<file path="config.mk">
export PLATFORM = sky130hd
export DESIGN_NAME = read_datapath
export DESIGN_NICKNAME = d
export VERILOG_FILES = /design/src/rtl/read_datapath_pkg.sv /design/src/rtl/oct_control.sv /design/src/rtl/read_datapath.sv /design/src/rtl/read_latency_shifter.sv /design/src/rtl/read_valid_select.sv
export SDC_FILE = /design/constraint.sdc
export NUM_CORES = 1
export LEC_CHECK = 0
export ABC_AREA = 1
export BUFFER_PORTS_ARGS = -buffer_cell sky130_fd_sc_hd__buf_2
export CORE_MARGIN = 1
export CORE_UTILIZATION = 44
export DETAILED_ROUTE_END_ITERATION = 7
export GPL_TIMING_DRIVEN = 0
export PLACE_DENSITY_LB_ADDON = 0.2
export SKIP_CTS_REPAIR_TIMING = 1
export SYNTH_ARGS = -nofsm -noshare
export SYNTH_HDL_FRONTEND = slang
export SYNTH_SLANG_ARGS = --single-unit
export TNS_END_PERCENT = 50
</file>
<file path="constraint.sdc">
create_clock -name pll_afi_clk -period 1.1 [get_ports pll_afi_clk]
set_input_delay 0.165 -clock pll_afi_clk [delete_from_list [all_inputs] [get_ports pll_afi_clk]]
set_output_delay 0.165 -clock pll_afi_clk [all_outputs]
set_load 0.1 [all_outputs]
</file>
<file path="src/rtl/read_datapath_pkg.sv">
// Shared widths, latencies and bus types of the DDR3 PHY read datapath
`default_nettype none

package read_datapath_pkg;

	// **************************************************
	// Memory and AFI geometry
	// **************************************************

	// Eight DQ pins split into two read DQS groups of four bits
	localparam int MEM_DQ_WIDTH = 8;
	localparam int MEM_READ_DQS_WIDTH = 2;
	localparam int DQ_GROUP_WIDTH = MEM_DQ_WIDTH / MEM_READ_DQS_WIDTH;

	// Half rate AFI, so each AFI cycle carries two phases and four DDR beats
	localparam int AFI_RATE_RATIO = 2;
	localparam int NUM_TIMESLOTS = 2 * AFI_RATE_RATIO;
	localparam int AFI_DATA_WIDTH = MEM_DQ_WIDTH * NUM_TIMESLOTS;
	// One termination control bit per DQS group
	localparam int AFI_DQS_WIDTH = MEM_READ_DQS_WIDTH;

	// **************************************************
	// Latency settings
	// **************************************************

	// Depth of the read-latency shifter and width of the tap index into it
	localparam int MAX_READ_LATENCY = 32;
	localparam int LATENCY_COUNT_WIDTH = $clog2(MAX_READ_LATENCY);
	// Extra AFI cycles the read enable is held back before the shifter
	localparam int EXTRA_VFIFO_SHIFT = 1;

	// Read latency of the DRAM in memory clock cycles
	localparam int MEM_T_RL = 11;
	// Termination window edges in AFI cycles, derived from the read latency
	localparam int OCT_ON_DELAY = (MEM_T_RL > 4) ? ((MEM_T_RL - 4) / 2) : 0;
	localparam int OCT_OFF_DELAY = (MEM_T_RL + 6) / 2;

	typedef logic [AFI_DATA_WIDTH-1:0] afi_data_t;
	typedef logic [AFI_RATE_RATIO-1:0] afi_phase_t;
	typedef logic [LATENCY_COUNT_WIDTH-1:0] latency_count_t;
	typedef logic [AFI_DQS_WIDTH-1:0] oct_t;

endpackage

`default_nettype wire

</file>
<file path="src/rtl/oct_control.sv">
// Turns on-die termination off whenever no read falls inside the termination window
`timescale 1ns/1ps
`default_nettype none

module oct_control (
	input  wire                           pll_afi_clk,
	input  wire                           reset_n_afi_clk,
	input  read_datapath_pkg::afi_phase_t afi_rdata_en_full_i,
	output read_datapath_pkg::oct_t       force_oct_off_o
);

	import read_datapath_pkg::*;

	// History of the full read enable, bit j is the enable sampled j edges ago
	logic [OCT_OFF_DELAY-1:0] rdata_en_r;

	always_ff @(posedge pll_afi_clk or negedge reset_n_afi_clk)
	begin
		if (!reset_n_afi_clk)
		begin
			rdata_en_r <= '0;
		end
		else
		begin
			rdata_en_r <= {rdata_en_r[OCT_OFF_DELAY-2:0], afi_rdata_en_full_i[0]};
		end
	end

	// Each DQS group has its own control flop so it can be placed
	// near that group's pins; all of them watch the same window
	for (genvar grp = 0; grp < AFI_DQS_WIDTH; grp++)
	begin : oct_group
		// Window covers reads issued OCT_ON_DELAY to OCT_OFF_DELAY cycles back
		always_ff @(posedge pll_afi_clk or negedge reset_n_afi_clk)
		begin
			if (!reset_n_afi_clk)
			begin
				force_oct_off_o[grp] <= 1'b0;
			end
			else
			begin
				force_oct_off_o[grp] <= ~(|rdata_en_r[OCT_OFF_DELAY-1:OCT_ON_DELAY-1]);
			end
		end
	end

	// Groups must switch termination together or the bus sees mixed loading
	assert property (@(posedge pll_afi_clk) disable iff (!reset_n_afi_clk)
		force_oct_off_o == {AFI_DQS_WIDTH{force_oct_off_o[0]}})
	else
		$error("oct_control: force_oct_off bits differ (%b)", force_oct_off_o);

endmodule

`default_nettype wire

</file>
<file path="src/rtl/read_datapath.sv">
// Top of the DDR3 PHY read datapath with read valid, termination and data reordering
`timescale 1ns/1ps
`default_nettype none

module read_datapath (
	input  wire                               pll_afi_clk,
	input  wire                               reset_n_afi_clk,
	input  read_datapath_pkg::afi_phase_t     afi_rdata_en_i,
	input  read_datapath_pkg::afi_phase_t     afi_rdata_en_full_i,
	input  read_datapath_pkg::latency_count_t seq_read_latency_counter_i,
	input  read_datapath_pkg::afi_data_t      ddio_phy_dq_i,
	output read_datapath_pkg::afi_data_t      afi_rdata_o,
	output read_datapath_pkg::afi_data_t      phy_mux_read_fifo_q_o,
	output read_datapath_pkg::afi_phase_t     afi_rdata_valid_o,
	output read_datapath_pkg::oct_t           force_oct_off_o
);

	import read_datapath_pkg::*;

	// One bit per elapsed AFI cycle since the delayed read enable
	logic [MAX_READ_LATENCY-1:0] latency_shift;

	// **************************************************
	// Read valid path
	// **************************************************

	read_latency_shifter read_latency_shifter_inst (
		.pll_afi_clk     (pll_afi_clk),
		.reset_n_afi_clk (reset_n_afi_clk),
		.afi_rdata_en_i  (afi_rdata_en_i),
		.latency_shift_o (latency_shift)
	);

	read_valid_select read_valid_select_inst (
		.pll_afi_clk                (pll_afi_clk),
		.reset_n_afi_clk            (reset_n_afi_clk),
		.latency_shift_i            (latency_shift),
		.seq_read_latency_counter_i (seq_read_latency_counter_i),
		.afi_rdata_valid_o          (afi_rdata_valid_o)
	);

	// Termination only depends on the full enable, so it runs beside the valid path
	oct_control oct_control_inst (
		.pll_afi_clk         (pll_afi_clk),
		.reset_n_afi_clk     (reset_n_afi_clk),
		.afi_rdata_en_full_i (afi_rdata_en_full_i),
		.force_oct_off_o     (force_oct_off_o)
	);

	// **************************************************
	// Data reordering
	// **************************************************

	// The DDIO bus is ordered by DQS group, then by beat:
	//   G1_T3 G1_T2 G1_T1 G1_T0 G0_T3 G0_T2 G0_T1 G0_T0
	// The AFI bus is ordered by beat, then by group:
	//   G1_T3 G0_T3 G1_T2 G0_T2 G1_T1 G0_T1 G1_T0 G0_T0
	// The sequencer calibrates each group on its own and wants the
	// group-major order back, taken from afi_rdata
	for (genvar grp = 0; grp < MEM_READ_DQS_WIDTH; grp++)
	begin : map_group
		for (genvar slot = 0; slot < NUM_TIMESLOTS; slot++)
		begin : map_slot
			// Group-major offset of this nibble
			localparam int GROUP_OFS = DQ_GROUP_WIDTH * (NUM_TIMESLOTS * grp + slot);
			// Time-major offset of this nibble
			localparam int TIME_OFS = MEM_DQ_WIDTH * slot + DQ_GROUP_WIDTH * grp;

			assign afi_rdata_o[TIME_OFS +: DQ_GROUP_WIDTH] =
				ddio_phy_dq_i[GROUP_OFS +: DQ_GROUP_WIDTH];
			assign phy_mux_read_fifo_q_o[GROUP_OFS +: DQ_GROUP_WIDTH] =
				afi_rdata_o[TIME_OFS +: DQ_GROUP_WIDTH];
		end
	end

endmodule

`default_nettype wire

</file>
<file path="src/rtl/read_latency_shifter.sv">
// Delays the read enable by the extra shift and spreads it over a latency shift register
`timescale 1ns/1ps
`default_nettype none

module read_latency_shifter (
	input  wire                                            pll_afi_clk,
	input  wire                                            reset_n_afi_clk,
	input  read_datapath_pkg::afi_phase_t                  afi_rdata_en_i,
	output logic [read_datapath_pkg::MAX_READ_LATENCY-1:0] latency_shift_o
);

	import read_datapath_pkg::*;

	// **************************************************
	// Extra enable delay
	// **************************************************

	// The controller asserts both phases together in half rate,
	// so only phase 0 carries information into the valid path
	logic [EXTRA_VFIFO_SHIFT-1:0] extra_shift;
	logic                         rdata_en_delayed;

	// Each stage adds one AFI cycle between the read request and
	// the start of the latency count
	always_ff @(posedge pll_afi_clk or negedge reset_n_afi_clk)
	begin
		if (!reset_n_afi_clk)
		begin
			extra_shift <= '0;
		end
		else
		begin
			for (int i = EXTRA_VFIFO_SHIFT - 1; i > 0; i--)
			begin
				extra_shift[i] <= extra_shift[i-1];
			end
			extra_shift[0] <= afi_rdata_en_i[0];
		end
	end

	// Oldest stage of the extra delay feeds the latency shifter
	assign rdata_en_delayed = extra_shift[EXTRA_VFIFO_SHIFT-1];

	// **************************************************
	// Read-latency shift register
	// **************************************************

	// Bit j holds the delayed enable j+1 cycles after it left the
	// extra stage, so the sequencer can pick any latency by tap index.
	// Nothing stalls here; every cycle shifts and many reads can be
	// in flight at once
	always_ff @(posedge pll_afi_clk or negedge reset_n_afi_clk)
	begin
		if (!reset_n_afi_clk)
		begin
			latency_shift_o <= '0;
		end
		else
		begin
			latency_shift_o <= {latency_shift_o[MAX_READ_LATENCY-2:0], rdata_en_delayed};
		end
	end

	// **************************************************
	// Checks
	// **************************************************

	// An unknown enable would propagate into every tap and into the
	// valid output up to MAX_READ_LATENCY cycles later
	assert property (@(posedge pll_afi_clk) disable iff (!reset_n_afi_clk)
		!$isunknown(afi_rdata_en_i))
	else
		$error("read_latency_shifter: afi_rdata_en_i unknown (%b)", afi_rdata_en_i);

endmodule

`default_nettype wire

</file>
<file path="src/rtl/read_valid_select.sv">
// Picks the latency tap chosen by the sequencer and registers it onto afi_rdata_valid
`timescale 1ns/1ps
`default_nettype none

module read_valid_select (
	input  wire                                           pll_afi_clk,
	input  wire                                           reset_n_afi_clk,
	input  wire [read_datapath_pkg::MAX_READ_LATENCY-1:0] latency_shift_i,
	input  read_datapath_pkg::latency_count_t             seq_read_latency_counter_i,
	output read_datapath_pkg::afi_phase_t                 afi_rdata_valid_o
);

	import read_datapath_pkg::*;

	// Registered tap of the latency shifter
	logic read_valid_sel;

	// The count spans the whole shifter, so every value is a legal tap.
	// The output register doubles as the keeper that timing scripts
	// use to locate the AFI clock, so it stays a plain flop
	always_ff @(posedge pll_afi_clk or negedge reset_n_afi_clk)
	begin
		if (!reset_n_afi_clk)
		begin
			read_valid_sel <= 1'b0;
			afi_rdata_valid_o <= '0;
		end
		else
		begin
			read_valid_sel <= latency_shift_i[seq_read_latency_counter_i];
			// Both half-rate phases carry the same valid in this mode
			afi_rdata_valid_o <= {AFI_RATE_RATIO{read_valid_sel}};
		end
	end

	// **************************************************
	// Checks
	// **************************************************

	// An unknown count selects an unknown tap two cycles later
	assert property (@(posedge pll_afi_clk) disable iff (!reset_n_afi_clk)
		!$isunknown(seq_read_latency_counter_i))
	else
		$error("read_valid_select: latency count unknown (%h)", seq_read_latency_counter_i);

	// The controller expects whole AFI cycles of data, never a single phase
	assert property (@(posedge pll_afi_clk) disable iff (!reset_n_afi_clk)
		afi_rdata_valid_o == {AFI_RATE_RATIO{afi_rdata_valid_o[0]}})
	else
		$error("read_valid_select: valid phases differ (%b)", afi_rdata_valid_o);

endmodule

`default_nettype wire

</file>
==> flow_results.org <==
** Status
- The run finished, with violations left.
- The final reports fail on hold timing, setup timing.

** Final layout
- Antenna Cells :: 0
- Of the cells placed in the final design, the portion with a size suffix greater than 1 is 0.585.
- Final non-filler cell total :: between 300 and 400
- Nets@finish :: 317
- Area delta synth->final :: 31.1%
- Summing all non-filler instances in the final layout gives an area of 2600 um^2.
- Final core utilization :: 0.598

** GRT
- Entering global routing, the biggest net connects 45 pins.
- The first global-routing pass estimated 5620 um of wire.
- The number of global-route vias before repair is 1,246.
- Antenna violations before repair :: 0
- Summed over all layers, the global routing overflow is 0.
- Overall Global Routing Usage :: 0.150

** STA
- Post-layout min period :: 1.21 ns
- The number of hold violations in the final report came to 14.
- Setup violations remaining at the end of the flow were counted as 4.
- Post-route setup slack :: -0.113 ns
- The clock arrives with 0.00582 ns of skew.
- The number of slew-limit violations in the final report came to 0.
- Of the available clock period, the critical path in the final layout requires 1.10.
- Worst Hold Slack :: -0.0115 ns
- For the pin with the worst max-slew slack, the measured transition is 0.890 ns.
- Setup repair after global routing missed its margin :: true
- Measured against its own limit, the worst slew margin works out to 0.407.
- For this run, the top clock speed supported by timing is 824 MHz.

** Detailed routing
- After detailed routing, the number of remaining DRC violations is 0.
- The detail route stage leaves a number of antenna-violating nets equal to 0.
- Using the TritonRoute via totals, the vias-per-cell ratio works out to approximately 4.2.
- In this run, the number of DRC markers left after iteration 0 of detailed routing was between 40 and 50.
- After detailed routing, the total wire length is 3430 um.
- Dividing the detail-routed wire length by the instance count gives 10.5 um.
- The final route contains roughly 1,400 vias.
- The first detailed-routing pass ran for 4 iterations.

** Pwr
- Switching power :: 1.73 mW
- Power comes to between 4 and 5 mW.
- Internal power of the cells :: 2.71 mW
- Of the total power, the clock network draws 0.267.
- Flop pwr share :: 0.394
- Lkg Pwr :: 1.42 nW
- Of the total power, the share spent switching nets is 0.390.
- Power density of the placed cells :: 1710 nW/um^2
- IR analysis of the VDD net gives a maximum drop of 1210 uV.
- Power share of the combinational group :: 0.339

** Clock tree
- Clock tree synthesis found a total of 44 sinks.
- Clock Tree Buf Depth :: 2
- Number of levels in the clock H-tree :: 2
- Clock tree from TritonCTS :: done
- TritonCTS created 5 clock buffers.
- Library cell used as clock root buffer :: sky130_fd_sc_hd__clkbuf_8
- After clock tree synthesis, the clock-pin slew on the worst setup and hold paths is 0.08 ns.
- Latest clock arrival within the worst-skew pair :: between 0.2 and 0.3 ns

** Min path
- The min-delay analysis places its worst path in the category in -> async.

** Synthesis
- Cell type with the highest aggregate area in the netlist :: sky130_fd_sc_hd__dfrtp_1
- Synthesized netlist net count :: between 200 and 250
- Sequential-to-total area share from yosys stat :: 0.555
- EDFF count, synth :: 0
- Counting flops with an async set or reset pin after synthesis yields a share of 1.00.
- Area share of the largest cell type after synthesis :: 0.555
- In the synthesized netlist, the cells that appear most often are sky130_fd_sc_hd__buf_4 (66), sky130_fd_sc_hd__dfrtp_1 (44), sky130_fd_sc_hd__nand2_1 (40), sky130_fd_sc_hd__nand3_1 (24), sky130_fd_sc_hd__nand2_2 (5).
- Counting flops and latches in the post-synthesis netlist gives 44.
- The Yosys step of the flow raised 0 warnings.
- Synth Instances :: between 150 and 200
- Library cell with the highest instance count after synthesis :: sky130_fd_sc_hd__buf_4
- In the synthesized netlist the dominant register cell turns out to be sky130_fd_sc_hd__dfrtp_1.
- Synth top area cells :: sky130_fd_sc_hd__dfrtp_1 (55%), sky130_fd_sc_hd__buf_4 (25%), sky130_fd_sc_hd__nand2_1 (7.6%), sky130_fd_sc_hd__nand3_1 (6.0%), sky130_fd_sc_hd__nand2_2 (1.6%)
- Synthesis instantiated 14 different standard cells from the library.
- Summing every instance area after synthesis gives 1990 um^2.
- A synthesized cell averages 10.4 um^2.

** Critical path
- In this run the worst path has a maximum fanout of 2.
- Type of origin of the critical path :: register
- Worst endpoint data arrival time :: 1.05 ns
- Required time at the endpoint of the critical path :: about 0.94 ns
- Counting cells, the worst reg-to-reg path comes to 8.
- STA classifies the critical path endpoint as an output port.
- The worst setup path is of the reg -> out kind.

** Place
- Before CTS, the worst setup slack after placement is between 0.03 and 0.04 ns.
- During placement, the flow inserted port buffers numbering 74.
- Detailed placement finished with a half-perimeter wire length of 2550 um.
- Number of placed cells counting well taps :: between 300 and 400
- Standard cell area after detailed placement :: around 2400 um^2
- Gpl congestion :: between 0.8 and 0.9

** Job
- Across the run, the number of max-cap violations was 0.

** Die
- For this configuration, the core starts out at a cell density of 0.456.
- The die covers approximately 4800 um^2.
- roughly 110 I/O pins were placed.
- In this run the vertical extent of the chip is 69.2 um.
- Horizontal extent of the die :: 69.2 um
- The total area inside the core boundary comes to 4350 um^2.
- The floorplan has 24 rows.
final cells by class:
cell class                      count  area (um^2)
Sequential cell                    44         1110
Clock inverter                      3         42.5
Timing Repair Buffer               76          425
Clock buffer                        5         68.8
Multi-Input combinational cell     72          318
Buffer                             70          551
Inverter                            5         23.8
Tap cell                           52         65.1
Fill cell                         361         1750
critical path: stages, from the launching register on:
cell                      delay, ns
sky130_fd_sc_hd__dfrtp_4       0.48
sky130_fd_sc_hd__buf_6         0.12
sky130_fd_sc_hd__buf_12        0.15
flip-flops by register name, summed over array words and instances (netlist names):
signal,cells
read_valid_select_inst.read_valid_sel,1
read_valid_select_inst.afi_rdata_valid_o,1
read_latency_shifter_inst.latency_shift_o,32
oct_control_inst.force_oct_off_o,1
oct_control_inst.rdata_en_r,8
read_latency_shifter_inst.extra_shift,1
cells by family after synthesis:
| kind of cell | synth area share |
|---|---|
| and+or+nand+nor | 0.160 |
| DFF | 0.555 |
| buffers and inverters | 0.285 |
cells in the final DEF (no fill, tap or decap):
cell type	netlist	layout
sky130_fd_sc_hd__clkinv_2	0	1
sky130_fd_sc_hd__clkinvlp_4	0	1
sky130_fd_sc_hd__dfrtp_4	0	2
sky130_fd_sc_hd__nand3_1	24	24
sky130_fd_sc_hd__clkbuf_8	0	5
sky130_fd_sc_hd__inv_6	1	1
sky130_fd_sc_hd__inv_1	3	3
sky130_fd_sc_hd__nor4_1	1	1
sky130_fd_sc_hd__buf_12	1	3
sky130_fd_sc_hd__inv_2	1	1
sky130_fd_sc_hd__buf_2	1	71
sky130_fd_sc_hd__buf_6	2	4
sky130_fd_sc_hd__nand2_1	40	40
sky130_fd_sc_hd__dlygate4sd3_1	0	2
sky130_fd_sc_hd__and2_1	1	1
sky130_fd_sc_hd__bufinv_16	0	1
sky130_fd_sc_hd__nand2_2	5	5
sky130_fd_sc_hd__buf_4	66	66
sky130_fd_sc_hd__nor2_1	1	1
sky130_fd_sc_hd__dfrtp_1	44	42
metal layers:
metal,GRT usage,vias to the layer above,wire length [um]
li1,-,698,-
met2,0.235,71,1620
met1,0.189,614,1450
met4,0.0544,0,45
met5,0,-,0
met3,0.0581,6,306
path summary, 6_finish.rpt:
| path | start | end | slack [ns] |
|---|---|---|---|
| max in group asynchronous | reset_n_afi_clk | read_valid_select_inst.afi_rdata_valid_o[0] | 0.46 |
| worst max-delay path | read_valid_select_inst.afi_rdata_valid_o[0] | afi_rdata_valid_o[1] | -0.11 |
| worst min-delay path | reset_n_afi_clk | oct_control_inst.rdata_en_r[0] | -0.01 |
| worst min register to register | oct_control_inst.rdata_en_r[0] | oct_control_inst.rdata_en_r[1] | 0.35 |
| worst max register to register | read_latency_shifter_inst.latency_shift_o[8] | read_valid_select_inst.read_valid_sel | 0.11 |
| min in group pll_afi_clk | seq_read_latency_counter_i[4] | read_valid_select_inst.read_valid_sel | 0.09 |
metrics by stage:
stage	TNS (ns)	hold slack, ns
5_1_grt	-0.486	0.0759
6_report	-0.375	-0.0115
3_3_place_gp	0	0.275
2_1_floorplan	-0.00711	-0.131
3_5_place_dp	0	0.274
4_1_cts	-0.941	-0.0300
power by group through the flow:
stage	clock network, mW	logic (mW)	registers (mW)
floorplan	0	1.27	1.81
global placement	0	1.48	1.78
detailed placement	0	1.48	1.78
CTS	1.22	1.48	1.75
global route	1.29	1.56	1.76
finish	1.18	1.51	1.75
No activity file was read; power rests on OpenSTA's default activity.
